[config.mk]
export PLATFORM = sky130hd
export DESIGN_NAME = cpuCore
export DESIGN_NICKNAME = d
export VERILOG_FILES = /design/src/source/cpuPkg.sv /design/src/source/ctrlIf.sv /design/src/source/cpuCore.sv /design/src/source/resultWriteback.sv /design/src/source/aluExecute.sv /design/src/source/registerFile.sv /design/src/source/controlDecoder.sv
export SDC_FILE = /design/constraint.sdc
export NUM_CORES = 2
export LEC_CHECK = 0
export BUFFER_PORTS_ARGS = -buffer_cell sky130_fd_sc_hd__buf_2
export CORE_AREA = 2 2 413 415
export DETAILED_ROUTE_END_ITERATION = 10
export DIE_AREA = 0 0 415 417
export PLACE_DENSITY = 0.66
export SYNTH_ARGS = -nofsm -noshare
export SYNTH_HDL_FRONTEND = slang
export SYNTH_SLANG_ARGS = --single-unit
export TNS_END_PERCENT = 10
[constraint.sdc]
create_clock -name clk -period 8.5 [get_ports clk]
set_input_delay 1.7 -clock clk [delete_from_list [all_inputs] [get_ports clk]]
set_output_delay 1.7 -clock clk [all_outputs]
set_load 0.02 [all_outputs]
[src/source/cpuPkg.sv]
package cpuPkg;

    typedef enum logic [5:0] {
        OP_SPECIAL = 6'd0,
        OP_REGIMM  = 6'd1,
        OP_J       = 6'd2,
        OP_JAL     = 6'd3,
        OP_BEQ     = 6'd4,
        OP_BNE     = 6'd5,
        OP_BLEZ    = 6'd6,
        OP_BGTZ    = 6'd7,
        OP_ADDIU   = 6'd9,
        OP_SLTI    = 6'd10,
        OP_SLTIU   = 6'd11,
        OP_ANDI    = 6'd12,
        OP_ORI     = 6'd13,
        OP_XORI    = 6'd14,
        OP_LUI     = 6'd15
    } opcode_e;

    typedef enum logic [5:0] {
        FN_SLL  = 6'd0,
        FN_SRL  = 6'd2,
        FN_SRA  = 6'd3,
        FN_SLLV = 6'd4,
        FN_SRLV = 6'd6,
        FN_SRAV = 6'd7,
        FN_JR   = 6'd8,
        FN_JALR = 6'd9,
        FN_ADDU = 6'd33,
        FN_SUBU = 6'd35,
        FN_AND  = 6'd36,
        FN_OR   = 6'd37,
        FN_XOR  = 6'd38,
        FN_SLT  = 6'd42,
        FN_SLTU = 6'd43
    } funct_e;

    typedef enum logic [4:0] {
        RI_BLTZ = 5'd0,
        RI_BGEZ = 5'd1
    } regimm_e;

    // Gaps in the numbering belong to mul, div and pass ops not built here
    typedef enum logic [4:0] {
        ALU_ADD  = 5'd0,
        ALU_SUB  = 5'd1,
        ALU_AND  = 5'd4,
        ALU_OR   = 5'd5,
        ALU_XOR  = 5'd6,
        ALU_SLL  = 5'd7,
        ALU_SLLV = 5'd8,
        ALU_SRL  = 5'd9,
        ALU_SRLV = 5'd10,
        ALU_SRA  = 5'd11,
        ALU_SRAV = 5'd12,
        ALU_EQ   = 5'd13,
        ALU_LES  = 5'd14,
        ALU_LEQ  = 5'd15,
        ALU_GRT  = 5'd16,
        ALU_GEQ  = 5'd17,
        ALU_NEQ  = 5'd18,
        ALU_SLT  = 5'd20,
        ALU_SLTU = 5'd21
    } aluOp_e;

    typedef enum logic [1:0] {
        REG_DST_RT   = 2'd0,
        REG_DST_RD   = 2'd1,
        REG_DST_LINK = 2'd2 // Register 31
    } regDst_e;

    typedef enum logic [1:0] {
        PC_INC    = 2'd0,
        PC_BRANCH = 2'd1,
        PC_JUMP   = 2'd2,
        PC_REG    = 2'd3
    } pcSel_e;

    typedef enum logic {
        WB_ALU  = 1'b0,
        WB_LINK = 1'b1 // pc + 8
    } wbSel_e;

    typedef struct packed {
        opcode_e    op;
        logic [4:0] rs;
        logic [4:0] rt;
        logic [4:0] rd;
        logic [4:0] shamt;
        funct_e     funct;
    } rType_t;

    typedef struct packed {
        opcode_e     op;
        logic [4:0]  rs;
        logic [4:0]  rt;
        logic [15:0] imm;
    } iType_t;

    typedef struct packed {
        opcode_e     op;
        logic [25:0] target;
    } jType_t;

    typedef union packed {
        rType_t rType;
        iType_t iType;
        jType_t jType;
    } instrWord_t;

endpackage
[src/source/ctrlIf.sv]
`timescale 1ns/10ps

interface ctrlIf;
    import cpuPkg::*;

    aluOp_e     aluOp;
    logic       aluSrc;   // High selects the immediate for operand B
    logic [4:0] shamt;
    regDst_e    regDst;
    pcSel_e     pcSel;
    wbSel_e     wbSel;
    logic       regWrite;

    modport decoder (
        output aluOp, aluSrc, shamt, regDst, pcSel, wbSel, regWrite
    );

    modport execute (
        input aluOp, aluSrc, shamt
    );

    modport result (
        input regDst, pcSel, wbSel, regWrite
    );

endinterface

[src/source/cpuCore.sv]
`timescale 1ns/10ps

module cpuCore #(
    parameter logic [31:0] RESET_PC = 32'h0000_0000
) (
    input  logic        clk,
    input  logic        reset,
    input  logic        instrValid,
    input  logic [31:0] instr,
    output logic [31:0] pc,
    output logic        wbValid,
    output logic [4:0]  wbReg,
    output logic [31:0] wbData
);

    logic        branchCond;
    logic [31:0] rsData;
    logic [31:0] rtData;
    logic [31:0] aluResult;
    logic        writeEnable;
    logic [4:0]  writeAddr;
    logic [31:0] writeData;

    ctrlIf ctrlBus ();

    controlDecoder uDecoder (
        .instr      (instr),
        .branchCond (branchCond),
        .ctrl       (ctrlBus.decoder)
    );

    registerFile uRegFile (
        .clk         (clk),
        .reset       (reset),
        .rsAddr      (instr[25:21]),
        .rtAddr      (instr[20:16]),
        .rsData      (rsData),
        .rtData      (rtData),
        .writeEnable (writeEnable),
        .writeAddr   (writeAddr),
        .writeData   (writeData)
    );

    aluExecute uExecute (
        .instr      (instr),
        .rsData     (rsData),
        .rtData     (rtData),
        .ctrl       (ctrlBus.execute),
        .aluResult  (aluResult),
        .branchCond (branchCond)
    );

    resultWriteback #(
        .RESET_PC (RESET_PC)
    ) uWriteback (
        .clk         (clk),
        .reset       (reset),
        .instrValid  (instrValid),
        .instr       (instr),
        .rsData      (rsData),
        .aluResult   (aluResult),
        .ctrl        (ctrlBus.result),
        .writeEnable (writeEnable),
        .writeAddr   (writeAddr),
        .writeData   (writeData),
        .pc          (pc),
        .wbValid     (wbValid),
        .wbReg       (wbReg),
        .wbData      (wbData)
    );

endmodule

[src/source/resultWriteback.sv]
`timescale 1ns/10ps

module resultWriteback #(
    parameter logic [31:0] RESET_PC = 32'h0000_0000
) (
    input  logic               clk,
    input  logic               reset,
    input  logic               instrValid,
    input  cpuPkg::instrWord_t instr,
    input  logic [31:0]        rsData,
    input  logic [31:0]        aluResult,
    ctrlIf.result              ctrl,
    output logic               writeEnable,
    output logic [4:0]         writeAddr,
    output logic [31:0]        writeData,
    output logic [31:0]        pc,
    output logic               wbValid,
    output logic [4:0]         wbReg,
    output logic [31:0]        wbData
);
    import cpuPkg::*;

    logic [31:0] pcPlus4;
    logic [31:0] pcPlus8;
    logic [31:0] branchOffset;
    logic [31:0] nextPc;

    assign pcPlus4      = pc + 32'd4;
    assign pcPlus8      = pc + 32'd8; // Link address, no delay slot
    assign branchOffset = {{14{instr.iType.imm[15]}}, instr.iType.imm, 2'b00};

    always_comb begin
        case (ctrl.pcSel)
            PC_BRANCH: nextPc = pcPlus4 + branchOffset;
            PC_JUMP:   nextPc = {pcPlus4[31:28], instr.jType.target, 2'b00};
            PC_REG:    nextPc = rsData;
            default:   nextPc = pcPlus4;
        endcase
    end

    always_comb begin
        case (ctrl.regDst)
            REG_DST_RD:   writeAddr = instr.rType.rd;
            REG_DST_LINK: writeAddr = 5'd31;
            default:      writeAddr = instr.rType.rt;
        endcase
    end

    assign writeEnable = instrValid && ctrl.regWrite && (writeAddr != 5'd0);
    assign writeData   = (ctrl.wbSel == WB_LINK) ? pcPlus8 : aluResult;

    always_ff @(posedge clk) begin
        if (reset) begin
            pc      <= RESET_PC;
            wbValid <= 1'b0;
        end else begin
            if (instrValid) begin
                pc <= nextPc; // Holds through gaps
            end
            wbValid <= writeEnable;
        end
    end

    // Result payload, only meaningful while wbValid is high
    always_ff @(posedge clk) begin
        if (writeEnable) begin
            wbReg  <= writeAddr;
            wbData <= writeData;
        end
    end

endmodule

[src/source/aluExecute.sv]
`timescale 1ns/10ps

module aluExecute (
    input  cpuPkg::instrWord_t instr,
    input  logic [31:0]        rsData,
    input  logic [31:0]        rtData,
    ctrlIf.execute             ctrl,
    output logic [31:0]        aluResult,
    output logic               branchCond
);
    import cpuPkg::*;

    logic        zeroExt;
    logic [31:0] immExt;
    logic [31:0] operandB;
    logic [4:0]  varShamt;

    // Logical immediates are zero-extended, everything else sign-extended
    assign zeroExt  = (instr.iType.op == OP_ANDI) || (instr.iType.op == OP_ORI) ||
                      (instr.iType.op == OP_XORI);
    assign immExt   = zeroExt ? {16'd0, instr.iType.imm}
                              : {{16{instr.iType.imm[15]}}, instr.iType.imm};
    assign operandB = ctrl.aluSrc ? immExt : rtData;
    assign varShamt = rsData[4:0];

    // Branch compares use rs against rt or against zero
    always_comb begin
        case (ctrl.aluOp)
            ALU_EQ:  branchCond = (rsData == rtData);
            ALU_NEQ: branchCond = (rsData != rtData);
            ALU_LES: branchCond = rsData[31];
            ALU_LEQ: branchCond = rsData[31] || (rsData == 32'd0);
            ALU_GRT: branchCond = !rsData[31] && (rsData != 32'd0);
            ALU_GEQ: branchCond = !rsData[31];
            default: branchCond = 1'b0;
        endcase
    end

    always_comb begin
        case (ctrl.aluOp)
            ALU_ADD:  aluResult = rsData + operandB;
            ALU_SUB:  aluResult = rsData - operandB;
            ALU_AND:  aluResult = rsData & operandB;
            ALU_OR:   aluResult = rsData | operandB;
            ALU_XOR:  aluResult = rsData ^ operandB;
            ALU_SLL:  aluResult = operandB << ctrl.shamt;
            ALU_SLLV: aluResult = operandB << varShamt;
            ALU_SRL:  aluResult = operandB >> ctrl.shamt;
            ALU_SRLV: aluResult = operandB >> varShamt;
            ALU_SRA:  aluResult = $signed(operandB) >>> ctrl.shamt;
            ALU_SRAV: aluResult = $signed(operandB) >>> varShamt;
            ALU_SLT:  aluResult = {31'd0, $signed(rsData) < $signed(operandB)};
            ALU_SLTU: aluResult = {31'd0, rsData < operandB};
            default:  aluResult = '0;
        endcase
    end

endmodule

[src/source/registerFile.sv]
`timescale 1ns/10ps

module registerFile (
    input  logic        clk,
    input  logic        reset,
    input  logic [4:0]  rsAddr,
    input  logic [4:0]  rtAddr,
    output logic [31:0] rsData,
    output logic [31:0] rtData,
    input  logic        writeEnable,
    input  logic [4:0]  writeAddr,
    input  logic [31:0] writeData
);

    logic [31:0] regs [32];

    always_ff @(posedge clk) begin
        if (reset) begin
            for (int i = 0; i < 32; i++) begin
                regs[i] <= '0;
            end
        end else if (writeEnable && (writeAddr != 5'd0)) begin
            regs[writeAddr] <= writeData; // Register 0 never written
        end
    end

    // Asynchronous reads, register 0 hardwired to zero
    assign rsData = (rsAddr == 5'd0) ? '0 : regs[rsAddr];
    assign rtData = (rtAddr == 5'd0) ? '0 : regs[rtAddr];

endmodule

[src/source/controlDecoder.sv]
`timescale 1ns/10ps

module controlDecoder (
    input  cpuPkg::instrWord_t instr,
    input  logic               branchCond,
    ctrlIf.decoder             ctrl
);
    import cpuPkg::*;

    logic   isBranch;   // Conditional branch opcode
    pcSel_e jumpSel;    // Next-PC choice when no branch is taken

    always_comb begin
        ctrl.aluOp    = ALU_ADD;  // No-op defaults
        ctrl.aluSrc   = 1'b0;
        ctrl.shamt    = 5'd0;
        ctrl.regDst   = REG_DST_RT;
        ctrl.wbSel    = WB_ALU;
        ctrl.regWrite = 1'b0;
        isBranch      = 1'b0;
        jumpSel       = PC_INC;

        case (instr.rType.op)
            OP_SPECIAL: begin
                ctrl.regDst   = REG_DST_RD;
                ctrl.shamt    = instr.rType.shamt; // Only fixed shifts look at it
                ctrl.regWrite = 1'b1;
                case (instr.rType.funct)
                    FN_ADDU: ctrl.aluOp = ALU_ADD;
                    FN_SUBU: ctrl.aluOp = ALU_SUB;
                    FN_AND:  ctrl.aluOp = ALU_AND;
                    FN_OR:   ctrl.aluOp = ALU_OR;
                    FN_XOR:  ctrl.aluOp = ALU_XOR;
                    FN_SLT:  ctrl.aluOp = ALU_SLT;
                    FN_SLTU: ctrl.aluOp = ALU_SLTU;
                    FN_SLL:  ctrl.aluOp = ALU_SLL;
                    FN_SRL:  ctrl.aluOp = ALU_SRL;
                    FN_SRA:  ctrl.aluOp = ALU_SRA;
                    FN_SLLV: ctrl.aluOp = ALU_SLLV;
                    FN_SRLV: ctrl.aluOp = ALU_SRLV;
                    FN_SRAV: ctrl.aluOp = ALU_SRAV;
                    FN_JR: begin
                        jumpSel       = PC_REG;
                        ctrl.regWrite = 1'b0;
                    end
                    FN_JALR: begin
                        jumpSel    = PC_REG;
                        ctrl.wbSel = WB_LINK; // Link goes to rd
                    end
                    default: ctrl.regWrite = 1'b0; // Unknown funct acts as no-op
                endcase
            end
            OP_REGIMM: begin
                case (regimm_e'(instr.iType.rt))
                    RI_BLTZ: begin
                        ctrl.aluOp = ALU_LES;
                        isBranch   = 1'b1;
                    end
                    RI_BGEZ: begin
                        ctrl.aluOp = ALU_GEQ;
                        isBranch   = 1'b1;
                    end
                    default: ;
                endcase
            end
            OP_J: jumpSel = PC_JUMP;
            OP_JAL: begin
                jumpSel       = PC_JUMP;
                ctrl.regDst   = REG_DST_LINK;
                ctrl.wbSel    = WB_LINK;
                ctrl.regWrite = 1'b1;
            end
            OP_BEQ: begin
                ctrl.aluOp = ALU_EQ;
                isBranch   = 1'b1;
            end
            OP_BNE: begin
                ctrl.aluOp = ALU_NEQ;
                isBranch   = 1'b1;
            end
            OP_BLEZ: begin
                ctrl.aluOp = ALU_LEQ;
                isBranch   = 1'b1;
            end
            OP_BGTZ: begin
                ctrl.aluOp = ALU_GRT;
                isBranch   = 1'b1;
            end
            OP_ADDIU, OP_SLTI, OP_SLTIU, OP_ANDI, OP_ORI, OP_XORI, OP_LUI: begin
                ctrl.aluSrc   = 1'b1;
                ctrl.regWrite = 1'b1;
                case (instr.iType.op)
                    OP_SLTI:  ctrl.aluOp = ALU_SLT;
                    OP_SLTIU: ctrl.aluOp = ALU_SLTU;
                    OP_ANDI:  ctrl.aluOp = ALU_AND;
                    OP_ORI:   ctrl.aluOp = ALU_OR;
                    OP_XORI:  ctrl.aluOp = ALU_XOR;
                    OP_LUI: begin
                        ctrl.aluOp = ALU_SLL;  // Immediate moved to upper half
                        ctrl.shamt = 5'd16;
                    end
                    default:  ctrl.aluOp = ALU_ADD;
                endcase
            end
            default: ;
        endcase
    end

    // Branch outcome folded in after the ALU compare settles
    always_comb begin
        if (isBranch && branchCond) begin
            ctrl.pcSel = PC_BRANCH;
        end else begin
            ctrl.pcSel = jumpSel;
        end
    end

endmodule

==> key figures <==
Outcome
  – Result of the run: completed

Yosys
  – Cell variety after synth: 107
  – Ys Warns: 0
  – Post-synthesis sequential area ratio: 0.452
  – Synthesized flop and latch total: 1093
  – Post-synthesis cell count: 6578
  – Synth Area per Inst: between 10 and 15 µm²
  – Most common flop cell mapped by yosys: sky130_fd_sc_hd__edfxtp_1
  – Synth Cell Area: 0.0719 mm²
  – Async set or reset register ratio after synthesis: 0
  – Number of synthesized flops with an enable pin: roughly 1100

Worst hold path
  – Classification of the worst-slack hold path: flop to flop
  – Worst hold path depth: 2
  – Endpoint of the worst hold path: uWriteback.pc[17]
  – Critical hold path startpoint: uWriteback.pc[17]

STA
  – Final setup fails: 0
  – Final hold vios: 0
  – Highest clock frequency the design can meet: 0.118 GHz
  – Worst relative slew slack: 0.0752
  – Setup repair after global routing missed its margin: false
  – Portion of the clock cycle consumed by the worst path in the final layout: 0.993
  – Hold Slack: 580 ps
  – Number of pins with negative max-slew slack in the final report: 0
  – Final worst clock skew: 124 ps
  – Tightest Pin Transition: ~1400 ps
  – Post-route minimum period: roughly 8400 ps

Power and ir drop
  – Relative contribution of sequential cells to total power: 0.373
  – Static leakage: 31.5 nW
  – Internal power: 10.7 mW
  – Fraction of power consumed by the clock network: 0.308
  – PwrDens: between 200 and 250 mW/mm²
  – Post-layout total power: between 15 and 20 mW
  – Switching power as a share of total power: 0.363
  – Share of total power in combinational logic: 0.319
  – Switching power total: 6.07 mW
  – Worst IR drop on VDD: 208 µV

Clocking
  – Buffers from clock root to sink, at most: 3
  – Clock slew at the register clock pins of the worst setup and hold paths: 60 ps
  – Clock latency on the worst-skew pair: slightly above 800 ps
  – CTS tree: yes
  – H-tree depth: 3
  – Post-CTS setup buffers: 0
  – Cell at the root of the clock tree: sky130_fd_sc_hd__clkbuf_16
  – Total clock buffers created by CTS: between 100 and 150
  – Sinks on the clock net: between 1000 and 1500

Routing
  – Drt total wl: 381 mm
  – Wire per inst: a little over 40 µm
  – Top layer used by detailed routing: met5
  – Post-route ant nets: 0
  – Initial DRC Count: 10900
  – Met3 WL: roughly 49 mm
  – DRC errors left: 0
  – Number of detailed-route iterations in the first pass: 8
  – Routed met2 length: roughly 160 mm
  – Via count: 66200
  – Avg Vias per Cell: 7.11
  – Met1 WL: 126 mm

Critical path
  – Largest stage delay on the critical path: 1050 ps
  – Crit Path Max Fanout: 32
  – Crit path launch type: input pin
  – Crit path max-delay cell type: sky130_fd_sc_hd__o21ai_0
  – FF-to-FF setup slack: 1170 ps
  – Critical path's most frequent cell: sky130_fd_sc_hd__buf_4
  – CP required: 8950 ps
  – Number of cells on the worst reg-to-reg path: 25
  – Reg-to-Reg Start: uRegFile.regs[20][1]
  – Critical register-to-register path endpoint: uRegFile.regs[5][0]
  – Kind of critical path: input pin to flop
  – Critical Path End Type: flop
  – Critical Path AT: 8890 ps

Place
  – Count of input and output buffers: 104
  – Detailed placement HPWL: between 200 and 300 mm
  – Gp weighted congestion: 1.09

Global route
  – Global-route congestion overflow total: 0
  – GRT Overall Usage: 0.429
  – Number of antenna violations at the first check in global routing: 14
  – Global-route wire length before repair: 517 mm
  – Largest net degree at the start of global routing: 54
  – Via count of the first global-routing pass: 62500

Cells and area
  – Fraction of layout cells with a size suffix above 1: 0.239
  – Highest-count cells in the layout ignoring fill and taps: sky130_fd_sc_hd__nor2_1, sky130_fd_sc_hd__edfxtp_1, sky130_fd_sc_hd__buf_4
  – Number of nets in the layout: 7147
  – Commonest non-fill, non-tap cell in the layout: sky130_fd_sc_hd__nor2_1
  – P&R area growth vs syn: 16.2%

Floorplan
  – Width of the die: a little over 400 µm
  – Std cell rows: ~150
  – Io pins: 105
  – Core Region: 0.169 mm²
  – Starting Density: 0.427
  – Die area: 0.173 mm²
  – Die Y-Extent: 417 µm

Flow run
  – Max-cap violations: 0
## cell type report
cell class              count  area [µm²]
inverters                 154         578
repair buffers            883        7250
clock buffers             143        2980
fillers                 15100       85000
clock inverters            70         786
well taps                2218        2780
diodes                      8        20.0
flip-flops and latches   1093       32500
multi-input cells        4732       36700
## Yosys cell counts, types with 14 or more instances
library cell	count	area share
sky130_fd_sc_hd__clkbuf_1	341	0.018
sky130_fd_sc_hd__inv_2	27	0.0014
sky130_fd_sc_hd__a211oi_1	101	0.011
sky130_fd_sc_hd__nand4_1	46	0.0040
sky130_fd_sc_hd__mux4_2	419	0.13
sky130_fd_sc_hd__o21bai_1	15	0.0016
sky130_fd_sc_hd__o22ai_1	80	0.0070
sky130_fd_sc_hd__o31ai_1	26	0.0027
sky130_fd_sc_hd__and3_1	75	0.0065
sky130_fd_sc_hd__buf_1	37	0.0019
sky130_fd_sc_hd__nor3_1	260	0.018
sky130_fd_sc_hd__mux2_2	38	0.0059
sky130_fd_sc_hd__a21o_1	58	0.0061
sky130_fd_sc_hd__a22oi_1	190	0.020
sky130_fd_sc_hd__ha_1	130	0.023
sky130_fd_sc_hd__o221ai_1	14	0.0017
sky130_fd_sc_hd__a31oi_1	56	0.0049
sky130_fd_sc_hd__o32ai_1	28	0.0034
sky130_fd_sc_hd__inv_1	126	0.0066
sky130_fd_sc_hd__nand3_1	102	0.0071
sky130_fd_sc_hd__edfxtp_1	1060	0.44
sky130_fd_sc_hd__xnor2_1	77	0.0094
sky130_fd_sc_hd__nor4_1	28	0.0024
sky130_fd_sc_hd__nor2b_1	33	0.0029
sky130_fd_sc_hd__o21ai_1	22	0.0015
sky130_fd_sc_hd__nand2b_1	34	0.0030
sky130_fd_sc_hd__o21ai_0	167	0.012
sky130_fd_sc_hd__buf_4	49	0.0051
sky130_fd_sc_hd__o211ai_1	45	0.0047
sky130_fd_sc_hd__nor2_1	1227	0.064
sky130_fd_sc_hd__or2_2	19	0.0017
sky130_fd_sc_hd__or3_1	24	0.0021
sky130_fd_sc_hd__buf_2	180	0.013
sky130_fd_sc_hd__a221oi_1	22	0.0027
sky130_fd_sc_hd__a21oi_1	266	0.019
sky130_fd_sc_hd__o2111ai_1	40	0.0049
sky130_fd_sc_hd__and2_1	27	0.0023
sky130_fd_sc_hd__dfxtp_1	33	0.0092
sky130_fd_sc_hd__a2111oi_0	20	0.0024
sky130_fd_sc_hd__xor2_1	45	0.0055
sky130_fd_sc_hd__and4_1	23	0.0028
sky130_fd_sc_hd__buf_6	22	0.0034
sky130_fd_sc_hd__nand2_1	333	0.017
sky130_fd_sc_hd__mux2i_1	344	0.048
## power by group through the flow
stage	clock [mW]	combinational (mW)	sequential, mW
after global placement	0	5.07	6.32
final	5.15	5.33	6.23
after global routing	5.34	5.36	6.24
after floorplan	0	2.42	6.30
after CTS	5.13	5.07	6.23
after detailed placement	0	5.05	6.34
## state kept, by name, indices dropped and copies added, names as in the netlist
name and flops:
uRegFile.regs 1023, uWriteback.pc 32, uWriteback.wbData 32, uWriteback.wbReg 5, uWriteback.wbValid 1
## cell families (layout without fill, tap and decap cells)
family                     Yosys count  count (layout)  share of synthesized area
AOI/OAI and AO/OA                 1351            1351                      0.134
xor gates and xnor gates           122             122                     0.0149
adders and majority gates          133             133                     0.0234
buffers and inverters              783            1250                     0.0488
DFF                               1093            1093                      0.452
muxes                              809             809                      0.186
other                                1              39                  0.0000521
and+or+nand+nor                   2286            2286                      0.141
## per-stage QoR
step | area, µm² | worst slack (ps) | cells | setup TNS (ps) | utilization
finish | 83600 | 58.0 | 9301 | 0 | 0.496
global route | 83600 | 125 | 9296 | 0 | 0.496
CTS | 83500 | 268 | 9292 | 0 | 0.496
detailed placement | 79800 | -402 | 9079 | -38490 | 0.473
global placement | 79800 | -354 | 9079 | -40960 | 0.473
floorplan | 72100 | 413 | 6608 | 0 | -
## worst max-delay path by stage
stage / start / end / slack [ps]
final: instr[22] / uRegFile.regs[5][0] / 60
after CTS: instr[17] / uRegFile.regs[5][0] / 270
after global routing: instr[16] / uRegFile.regs[5][0] / 130
after detailed placement: instr[17] / uRegFile.regs[13][0] / -400
after floorplan: instr[16] / uRegFile.regs[10][27] / 410
after global placement: instr[17] / uWriteback.wbData[0] / -350
## worst max-delay path: cells and delay by family
family / cells / cell delay (ps)
AO/OA/AOI/OAI: 10 / 3560
adder cells (fa/ha/maj): 1 / 390
buffers and inverters: 8 / 1720
multiplexers: 1 / 360
AND/OR/NAND/NOR: 5 / 1090
## per-layer routing
layer	GRT usage	up-vias
met5	0.00111	-
met4	0.366	10
met3	0.130	1554
met2	0.643	6005
met1	0.506	32700
li1	-	25900
## repair_timing
action                                  4_1_cts  5_1_grt
endpoints found under the setup margin        0       62
hold buffers                                  0        0
resized for setup                             0        2
No activity file was read; power rests on OpenSTA's default activity.
